[src/common/ldu_pkg.sv]
// Load unit package
// Shared data types, opcode and FSM encodings, protected region bounds
// and store buffer sizing for the memory stage load path

package ldu_pkg;

    // ----------------------------
    // Data types
    // ----------------------------

    // Full data word moved by loads and stores
    typedef logic [31:0] data_word_t;

    // Byte address seen by the load and store channels
    typedef logic [31:0] addr_t;

    // Load width
    // Bit 1 of the byte address picks a halfword and bits 1:0 pick a byte
    typedef enum logic [1:0] {
        LDB = 2'b00,
        LDH = 2'b01,
        LDW = 2'b10
    } ldu_op_e;

    // Load control FSM states
    typedef enum logic [1:0] {
        IDLE        = 2'b00,
        WAIT_DRAIN  = 2'b01,
        WAIT_MEMORY = 2'b10,
        RESPOND     = 2'b11
    } ldu_state_e;

    // ----------------------------
    // Constants
    // ----------------------------

    // Protected region with inclusive bounds that only machine mode may read
    localparam addr_t PRIV_REGION_START = 32'h0000_F000;
    localparam addr_t PRIV_REGION_END   = 32'h0000_FFFF;

    // Store buffer depth must be a power of two so the pointers wrap naturally
    localparam int SB_DEPTH = 4;
    localparam int SB_PTR_W = $clog2(SB_DEPTH);

    // Source of the word that feeds the slicer
    localparam logic [1:0] SEL_FWD   = 2'd0;
    localparam logic [1:0] SEL_MEM   = 2'd1;
    localparam logic [1:0] SEL_SAVED = 2'd2;

endpackage : ldu_pkg

[src/design/load_unit/load_access_check.sv]
// Load access check
// Flags misaligned loads and user-mode loads into the protected region

`timescale 1ns/1ps

module load_access_check (
    input  logic             load_valid_i,
    input  ldu_pkg::ldu_op_e load_op_i,
    input  ldu_pkg::addr_t   load_addr_i,
    input  logic             privilege_i,
    output logic             misaligned_o,
    output logic             illegal_access_o,
    output logic             exc_o
);

    logic misaligned;
    logic in_region;

    // Byte loads are always aligned
    always_comb begin
        case (load_op_i)
            ldu_pkg::LDH: misaligned = load_addr_i[0];
            ldu_pkg::LDW: misaligned = (load_addr_i[1:0] != 2'b00);
            default:      misaligned = 1'b0;
        endcase
    end

    assign in_region = (load_addr_i >= ldu_pkg::PRIV_REGION_START) &&
                       (load_addr_i <= ldu_pkg::PRIV_REGION_END);

    // Only machine mode (privilege 1) may read the protected region
    assign misaligned_o     = misaligned & load_valid_i;
    assign illegal_access_o = in_region & ~privilege_i & load_valid_i;

    assign exc_o = misaligned_o | illegal_access_o;

endmodule : load_access_check

[src/design/load_unit/load_control.sv]
// Load control FSM
// Steers each accepted load down the exception, forwarding, drain-wait
// or memory path and holds the result while the pipeline is stalled

`timescale 1ns/1ps

module load_control (
    input  logic              clk_i,
    input  logic              rst_n_i,
    input  logic              stall_i,
    input  logic              load_valid_i,
    input  ldu_pkg::ldu_op_e  load_op_i,
    input  logic              exc_i,
    input  logic              fwd_hit_i,
    input  logic              sb_empty_i,
    input  logic              mem_load_valid_i,
    output logic              capture_o,
    output logic [1:0]        sel_o,
    output logic              mem_load_req_o,
    output logic              load_data_valid_o,
    output logic              idle_o,
    output logic              exc_zero_o
);

    ldu_pkg::ldu_state_e state_q;
    ldu_pkg::ldu_state_e state_d;

    // ----------------------------
    // State register
    // ----------------------------

    always_ff @(posedge clk_i) begin
        if (!rst_n_i) begin
            state_q <= ldu_pkg::IDLE;
        end else begin
            state_q <= state_d;
        end
    end

    // The unit takes a new load only from IDLE
    assign idle_o = (state_q == ldu_pkg::IDLE);

    // ----------------------------
    // Next state and outputs
    // ----------------------------

    always_comb begin
        state_d           = state_q;
        capture_o         = 1'b0;
        sel_o             = ldu_pkg::SEL_SAVED;
        mem_load_req_o    = 1'b0;
        load_data_valid_o = 1'b0;
        exc_zero_o        = 1'b0;

        case (state_q)
            ldu_pkg::IDLE: begin
                if (load_valid_i) begin
                    if (exc_i) begin
                        // Faulting loads answer at once with a zero result
                        load_data_valid_o = 1'b1;
                        exc_zero_o        = 1'b1;
                    end else if (fwd_hit_i && (load_op_i == ldu_pkg::LDW)) begin
                        // The buffered word is saved now and returned next cycle
                        capture_o = 1'b1;
                        sel_o     = ldu_pkg::SEL_FWD;
                        state_d   = ldu_pkg::RESPOND;
                    end else if (sb_empty_i) begin
                        capture_o      = 1'b1;
                        mem_load_req_o = 1'b1;
                        state_d        = ldu_pkg::WAIT_MEMORY;
                    end else begin
                        // Pending stores may overlap the load, so memory must see them first
                        capture_o = 1'b1;
                        state_d   = ldu_pkg::WAIT_DRAIN;
                    end
                end
            end

            ldu_pkg::WAIT_DRAIN: begin
                if (sb_empty_i) begin
                    mem_load_req_o = 1'b1;
                    state_d        = ldu_pkg::WAIT_MEMORY;
                end
            end

            ldu_pkg::WAIT_MEMORY: begin
                // The memory word is copied into the saved register every cycle here
                sel_o = ldu_pkg::SEL_MEM;
                if (mem_load_valid_i) begin
                    if (stall_i) begin
                        state_d = ldu_pkg::RESPOND;
                    end else begin
                        load_data_valid_o = 1'b1;
                        state_d           = ldu_pkg::IDLE;
                    end
                end
            end

            ldu_pkg::RESPOND: begin
                // Saved word is replayed once the stall clears
                if (!stall_i) begin
                    load_data_valid_o = 1'b1;
                    state_d           = ldu_pkg::IDLE;
                end
            end

            default: begin
                state_d = ldu_pkg::IDLE;
            end
        endcase
    end

endmodule : load_control

[src/design/load_unit/load_align.sv]
// Load data alignment
// Holds the accepted load, picks the source word and slices and extends it

`timescale 1ns/1ps

module load_align (
    input  logic                clk_i,
    input  logic                capture_i,
    input  ldu_pkg::ldu_op_e    load_op_i,
    input  logic                load_signed_i,
    input  ldu_pkg::addr_t      load_addr_i,
    input  logic [1:0]          sel_i,
    input  ldu_pkg::data_word_t fwd_data_i,
    input  ldu_pkg::data_word_t mem_load_data_i,
    input  logic                zero_i,
    output ldu_pkg::addr_t      mem_load_addr_o,
    output ldu_pkg::data_word_t load_data_o
);

    ldu_pkg::ldu_op_e    op_q;
    logic                signed_q;
    ldu_pkg::addr_t      addr_q;
    ldu_pkg::data_word_t saved_q;
    ldu_pkg::data_word_t word_sel;
    ldu_pkg::data_word_t sliced;
    logic [7:0]          byte_val;
    logic [15:0]         half_val;

    // Operation fields are latched on acceptance
    always_ff @(posedge clk_i) begin
        if (capture_i) begin
            op_q     <= load_op_i;
            signed_q <= load_signed_i;
            addr_q   <= load_addr_i;
        end
    end

    // The saved word follows the selected source until the FSM starts replaying it
    always_ff @(posedge clk_i) begin
        if (sel_i != ldu_pkg::SEL_SAVED) begin
            saved_q <= word_sel;
        end
    end

    // On the acceptance cycle the request must carry the live address
    assign mem_load_addr_o = capture_i ? load_addr_i : addr_q;

    always_comb begin
        case (sel_i)
            ldu_pkg::SEL_FWD: word_sel = fwd_data_i;
            ldu_pkg::SEL_MEM: word_sel = mem_load_data_i;
            default:          word_sel = saved_q;
        endcase
    end

    assign byte_val = word_sel[{addr_q[1:0], 3'b000} +: 8];
    assign half_val = word_sel[{addr_q[1], 4'b0000} +: 16];

    always_comb begin
        case (op_q)
            ldu_pkg::LDB: sliced = signed_q ? {{24{byte_val[7]}}, byte_val} : {24'h0, byte_val};
            ldu_pkg::LDH: sliced = signed_q ? {{16{half_val[15]}}, half_val} : {16'h0, half_val};
            default:      sliced = word_sel;
        endcase
    end

    assign load_data_o = zero_i ? '0 : sliced;

endmodule : load_align

[src/design/store_buffer.sv]
// Store buffer
// Circular FIFO of word stores with youngest-entry load forwarding,
// drained to the memory store channel one entry at a time

`timescale 1ns/1ps

module store_buffer (
    input  logic                clk_i,
    input  logic                rst_n_i,
    input  logic                store_valid_i,
    input  ldu_pkg::addr_t      store_addr_i,
    input  ldu_pkg::data_word_t store_data_i,
    input  ldu_pkg::addr_t      load_addr_i,
    input  logic                mem_store_done_i,
    output logic                store_full_o,
    output logic                empty_o,
    output logic                fwd_hit_o,
    output ldu_pkg::data_word_t fwd_data_o,
    output logic                mem_store_req_o,
    output ldu_pkg::addr_t      mem_store_addr_o,
    output ldu_pkg::data_word_t mem_store_data_o
);

    ldu_pkg::addr_t      addr_q [ldu_pkg::SB_DEPTH];
    ldu_pkg::data_word_t data_q [ldu_pkg::SB_DEPTH];

    // Head is the oldest entry, tail the next free slot
    logic [ldu_pkg::SB_PTR_W-1:0] head_q;
    logic [ldu_pkg::SB_PTR_W-1:0] tail_q;
    logic [ldu_pkg::SB_PTR_W:0]   count_q;
    logic                         outstanding_q;
    logic [ldu_pkg::SB_PTR_W-1:0] fwd_idx;
    logic                         pop;

    // ----------------------------
    // Entry storage
    // ----------------------------

    always_ff @(posedge clk_i) begin
        if (store_valid_i) begin
            addr_q[tail_q] <= store_addr_i;
            data_q[tail_q] <= store_data_i;
        end
    end

    // An entry leaves only when memory confirms its write
    assign pop = outstanding_q & mem_store_done_i;

    always_ff @(posedge clk_i) begin
        if (!rst_n_i) begin
            head_q        <= '0;
            tail_q        <= '0;
            count_q       <= '0;
            outstanding_q <= 1'b0;
        end else begin
            if (store_valid_i) begin
                tail_q <= tail_q + 1'b1;
            end
            if (pop) begin
                head_q <= head_q + 1'b1;
            end
            count_q <= count_q + store_valid_i - pop;
            if (mem_store_req_o) begin
                outstanding_q <= 1'b1;
            end else if (mem_store_done_i) begin
                outstanding_q <= 1'b0;
            end
        end
    end

    assign store_full_o = (count_q == (ldu_pkg::SB_PTR_W+1)'(ldu_pkg::SB_DEPTH));
    assign empty_o      = (count_q == '0);

    // ----------------------------
    // Drain to memory
    // ----------------------------

    // Request lasts one cycle because the outstanding flag rises right after it
    assign mem_store_req_o  = ~empty_o & ~outstanding_q;
    assign mem_store_addr_o = addr_q[head_q];
    assign mem_store_data_o = data_q[head_q];

    // ----------------------------
    // Forwarding search
    // ----------------------------

    // Walk back from the youngest entry and stop at the first word match
    always_comb begin
        fwd_hit_o  = 1'b0;
        fwd_data_o = '0;
        fwd_idx    = '0;
        for (int k = 0; k < ldu_pkg::SB_DEPTH; k++) begin
            fwd_idx = tail_q - ldu_pkg::SB_PTR_W'(k + 1);
            if (!fwd_hit_o && ((ldu_pkg::SB_PTR_W+1)'(k) < count_q) &&
                (addr_q[fwd_idx][31:2] == load_addr_i[31:2])) begin
                fwd_hit_o  = 1'b1;
                fwd_data_o = data_q[fwd_idx];
            end
        end
    end

endmodule : store_buffer

[src/design/load_path_top.sv]
// Load path top level
// Joins the load FSM, alignment, access check and store buffer

`timescale 1ns/1ps

module load_path_top (
    input  logic                clk_i,
    input  logic                rst_n_i,
    input  logic                stall_i,
    input  logic                load_valid_i,
    input  ldu_pkg::ldu_op_e    load_op_i,
    input  logic                load_signed_i,
    input  ldu_pkg::addr_t      load_addr_i,
    input  logic                privilege_i,
    input  logic                store_valid_i,
    input  ldu_pkg::addr_t      store_addr_i,
    input  ldu_pkg::data_word_t store_data_i,
    input  logic                mem_load_valid_i,
    input  ldu_pkg::data_word_t mem_load_data_i,
    input  logic                mem_store_done_i,
    output ldu_pkg::data_word_t load_data_o,
    output logic                load_data_valid_o,
    output logic                misaligned_o,
    output logic                illegal_access_o,
    output logic                idle_o,
    output logic                store_full_o,
    output logic                mem_load_req_o,
    output ldu_pkg::addr_t      mem_load_addr_o,
    output logic                mem_store_req_o,
    output ldu_pkg::addr_t      mem_store_addr_o,
    output ldu_pkg::data_word_t mem_store_data_o
);

    logic                exc;
    logic                fwd_hit;
    ldu_pkg::data_word_t fwd_data;
    logic                sb_empty;
    logic                capture;
    logic [1:0]          sel;
    logic                exc_zero;

    load_access_check u_access_check (
        .load_valid_i, .load_op_i, .load_addr_i, .privilege_i,
        .misaligned_o, .illegal_access_o, .exc_o (exc)
    );

    load_control u_load_control (
        .clk_i, .rst_n_i, .stall_i, .load_valid_i, .load_op_i,
        .exc_i (exc), .fwd_hit_i (fwd_hit), .sb_empty_i (sb_empty), .mem_load_valid_i,
        .capture_o (capture), .sel_o (sel), .mem_load_req_o, .load_data_valid_o,
        .idle_o, .exc_zero_o (exc_zero)
    );

    load_align u_load_align (
        .clk_i, .capture_i (capture), .load_op_i, .load_signed_i, .load_addr_i,
        .sel_i (sel), .fwd_data_i (fwd_data), .mem_load_data_i, .zero_i (exc_zero),
        .mem_load_addr_o, .load_data_o
    );

    // Store buffer sees the live load address so forwarding resolves on acceptance
    store_buffer u_store_buffer (
        .clk_i, .rst_n_i, .store_valid_i, .store_addr_i, .store_data_i, .load_addr_i,
        .mem_store_done_i, .store_full_o, .empty_o (sb_empty), .fwd_hit_o (fwd_hit),
        .fwd_data_o (fwd_data), .mem_store_req_o, .mem_store_addr_o, .mem_store_data_o
    );

endmodule : load_path_top

[config.mk]
export PLATFORM = sky130hd
export DESIGN_NAME = load_path_top
export DESIGN_NICKNAME = d
export VERILOG_FILES = /design/src/common/ldu_pkg.sv /design/src/design/load_unit/load_access_check.sv /design/src/design/load_unit/load_control.sv /design/src/design/load_unit/load_align.sv /design/src/design/store_buffer.sv /design/src/design/load_path_top.sv
export SDC_FILE = /design/constraint.sdc
export NUM_CORES = 1
export LEC_CHECK = 0
export BUFFER_PORTS_ARGS = -buffer_cell sky130_fd_sc_hd__buf_2
export CAP_MARGIN = 20
export CORE_UTILIZATION = 50
export CTS_BUF_LIST = sky130_fd_sc_hd__clkbuf_4 sky130_fd_sc_hd__clkbuf_8
export DETAILED_ROUTE_END_ITERATION = 16
export PLACE_DENSITY_LB_ADDON = 0.12
export SETUP_SLACK_MARGIN = 0.15
export SYNTH_ARGS = -nofsm -noshare
export SYNTH_HDL_FRONTEND = slang
export SYNTH_SLANG_ARGS = --single-unit
[constraint.sdc]
create_clock -name clk_i -period 7.2 [get_ports clk_i]
set_input_delay 0.36 -clock clk_i [delete_from_list [all_inputs] [get_ports clk_i]]
set_output_delay 0.36 -clock clk_i [all_outputs]
set_load 0.01 [all_outputs]
==> out/qor.csv <==
stage,metric,value,unit
detailed_routing,top_layer,met4,
timing,final-max-slew-violation-count,0,
die,die_w,211,µm
clocking,cts.sinks,337,
timing,finClkSkew,0.0487,ns
power_and_ir_drop,power.share.combinational,0.349,
final_layout,final_cell_mix,"edfxtp_1, buf_2, mux4_2, mux2i_1, nand2_1",
critical_path,end_kind,output port,
final_layout,syn_to_final_growth,17.3,%
grt,grt-ovfl-total,0,
placed_design,port_buffers,273,
final_layout,final_util,0.594,
clocking,cts_root_buf,clkbuf_8,
synth,ys_seq_area_frac,0.444,
detailed_routing,met3WireLength,7570,µm
timing,rsz0062_at_grt,false,
timing,fin_setup_tns,0,ns
power_and_ir_drop,power.share.clock,0.265,
power_and_ir_drop,p_switching,0.00231,W
clocking,htree_levels,2,
synth,syn_area,0.0217,mm²
detailed_routing,vias,17328,
clocking,cts_made_buffers,58,
final_layout,fin_nets,2127,
clocking,clk_latency,0.67,ns
final_layout,diodes,0,
timing,period_share,0.939,
flow_run,maxCapViolations,0,
run_status,status,finished clean,
clocking,cts_tree,built,
synth,synthFlopType,edfxtp_1,
critical_path,required,6.84,ns
synth,synth_cell_types,85,
power_and_ir_drop,power.density,262,mW/mm²
clocking,cts_buffer_depth,3,
critical_path,crit_path_max_fanout,26,
detailed_routing,ant_nets,0,
detailed_routing,wl_per_cell,28.4,µm
timing,min_period,6.76,ns
power_and_ir_drop,p_leak,8.86,nW
final_layout,layout_commonest_cell,edfxtp_1,
detailed_routing,first_pass_iters,7,
timing,worst_pin_slew,0.954,ns
synth,synthCells,1680,
worst_hold_path,hp-class,primary input to flop,
die,num_rows,76,
grt,grt_antenna_before_repair,0,
synth,synth.avg_cell_area,12.9,µm²
placed_design,gp_congestion,0.980,
power_and_ir_drop,intPower,0.00437,W
placed_design,dpl.hpwl,52200,µm
detailed_routing,initialDrtViolationCount,1956,
timing,hold_viol,0,
synth,ys_ff_latch,337,
synth,synth_edf_count,291,
timing,setup_viol,0,
timing,fmax,0.148,GHz
timing,slew_headroom,0.364,
die,core-area,0.0430,mm²
critical_path,crit_path_start_kind,flop,
die,io_pins,274,
synth,yosys_warnings,0,
power_and_ir_drop,power.share.sequential,0.387,
grt,grt_pass1_wl,108000,µm
grt,grt_max_degree,115,
clocking,clk_pin_slew,0.06,ns
synth,synth_fp_nets,1830,
power_and_ir_drop,vdd_drop_max,0.178,mV
power_and_ir_drop,p_sw_frac,0.346,
critical_path,critical_path_arrival,6.40,ns
critical_path,critPathKind,flop to output port,
detailed_routing,viasPerCell,6.64,
detailed_routing,wl_met1,33000,µm
detailed_routing,drc,0,
detailed_routing,wl_met2,31900,µm
die,initial_core_util,0.506,
die,die-area,0.0443,mm²
grt,grt_pass1_vias,16526,
die,dieHeight,211,µm
synth,ys_async_sr_fraction,0,
detailed_routing,drt_wl_total,74100,µm
final_layout,drive_gt1_frac,0.342,
grt,grt.total_usage,0.332,
## flip-flops by register name, summed over array words and instances (netlist names), named ones only
register	flops
u_load_align.addr_q	32
u_store_buffer.outstanding_q	1
u_store_buffer.head_q	2
u_load_align.saved_q	32
u_store_buffer.count_q	3
u_store_buffer.tail_q	2
u_store_buffer.data_q	128
u_load_control.state_q	2
u_load_align.signed_q	1
u_load_align.op_q	2
u_store_buffer.addr_q	128
## stage by stage
step / hold WS (ns) / worst slack [ns] / instances / cell area (µm²) / power (W)
finish: 0.0581 / 0.441 / 2610 / 25500 / 0.00668
global route: 0.0683 / 0.159 / 2610 / 25500 / 0.00698
CTS: 0.0268 / 0.253 / 2607 / 25400 / 0.00667
detailed placement: 0.458 / 1.00 / 2430 / 23600 / 0.00487
global placement: 0.447 / 1.12 / 2430 / 23600 / 0.00484
floorplan: 0.459 / 0.332 / 1680 / 21800 / 0.00407
## cell usage after synthesis, types with 7 or more instances
master     number  share of area
and3_1         15         0.0043
a22o_1         22         0.0089
a31oi_1         8         0.0023
xor2_1          9         0.0036
a2111oi_0      12         0.0048
nor2_1         71          0.012
or3_1           7         0.0020
a211oi_1       27         0.0093
mux4_2        181           0.19
o2bb2ai_1       9         0.0036
and2_1         17         0.0049
ha_1           10         0.0058
buf_2          18         0.0041
nand2b_1       11         0.0032
o21ai_0        55          0.013
nand4_1        17         0.0049
mux2i_1       146          0.067
nor2b_1         7         0.0020
a22oi_1        22         0.0076
inv_1          33         0.0057
edfxtp_1      291           0.40
mux2_2         66          0.034
a222oi_1        7         0.0032
xnor2_1        80          0.032
nor4_1         14         0.0040
dfxtp_1        46          0.042
buf_6           8         0.0041
nand2_1       109          0.019
o221ai_1       15         0.0060
a221oi_1       24         0.0097
nor3_1         16         0.0037
o21ai_1        18         0.0041
o22ai_1        21         0.0060
buf_1          24         0.0041
nand3_1        12         0.0028
clkbuf_1       93          0.016
a21oi_1        39         0.0090
## worst max-delay path, stage by stage, from the launching register on
cell,delay (ns)
dfxtp_2,0.33
inv_1,0.20
ha_4,0.56
buf_4,0.37
mux2_2,0.37
a221o_1,0.35
a2111oi_0,0.59
nand4_1,0.25
or2_1,0.42
or3_1,0.64
o221ai_1,0.29
a222oi_1,0.21
o21a_1,0.32
and3_1,0.18
nor4_1,0.40
buf_2,0.22
## metal layers
metal / track usage / vias to the layer above
met3: 0.0721 / 105
met1: 0.510 / 8877
met2: 0.473 / 939
li1: - / 7407
met4: 0.0892 / 0
met5: 0 / -
## cell type report
type | instances | area, µm²
Tap cell | 585 | 732
Inverter | 36 | 141
Clock inverter | 24 | 143
Clock buffer | 84 | 1040
Timing Repair Buffer | 382 | 2410
Sequential cell | 337 | 9680
Multi-Input combinational cell | 1162 | 11400
Fill cell | 3513 | 17500
## what timing repair did
| item | in CTS | in global routing |
|---|---|---|
| hold buffers | 69 | 0 |
| setup buffers | 0 | 3 |
| hold endpoints to repair | 261 | 0 |
| endpoints found under the setup margin | 0 | 30 |
| gates resized for setup | 0 | 5 |
## kinds of logic after synthesis
kind of cell               synth area share
muxes                                 0.289
xor gates and xnor gates             0.0358
buffers and inverters                0.0354
DFF                                   0.444
adders and majority gates           0.00667
AOI/OAI and AO/OA                     0.113
and+or+nand+nor                      0.0761
## power by group through the flow
stage	clock, W	combinational [W]	sequential [W]
finish	0.00177	0.00233	0.00259
global route	0.00188	0.00249	0.00261
CTS	0.00180	0.00229	0.00258
detailed placement	0	0.00224	0.00262
global placement	0	0.00223	0.00261
floorplan	0	0.00157	0.00251
## worst paths after layout
path	from	to	slack [ns]	depth (start not counted)
setup / recovery	u_store_buffer.tail_q[1]	load_data_o[0]	0.44	15
hold / removal	mem_store_done_i	u_store_buffer.outstanding_q	0.06	3
setup reg to reg	u_store_buffer.tail_q[1]	u_load_align.saved_q[24]	1.61	13
hold reg to reg	u_load_align.addr_q[7]	u_load_align.addr_q[7]	0.47	1
Power figures use the tool's default switching activity.
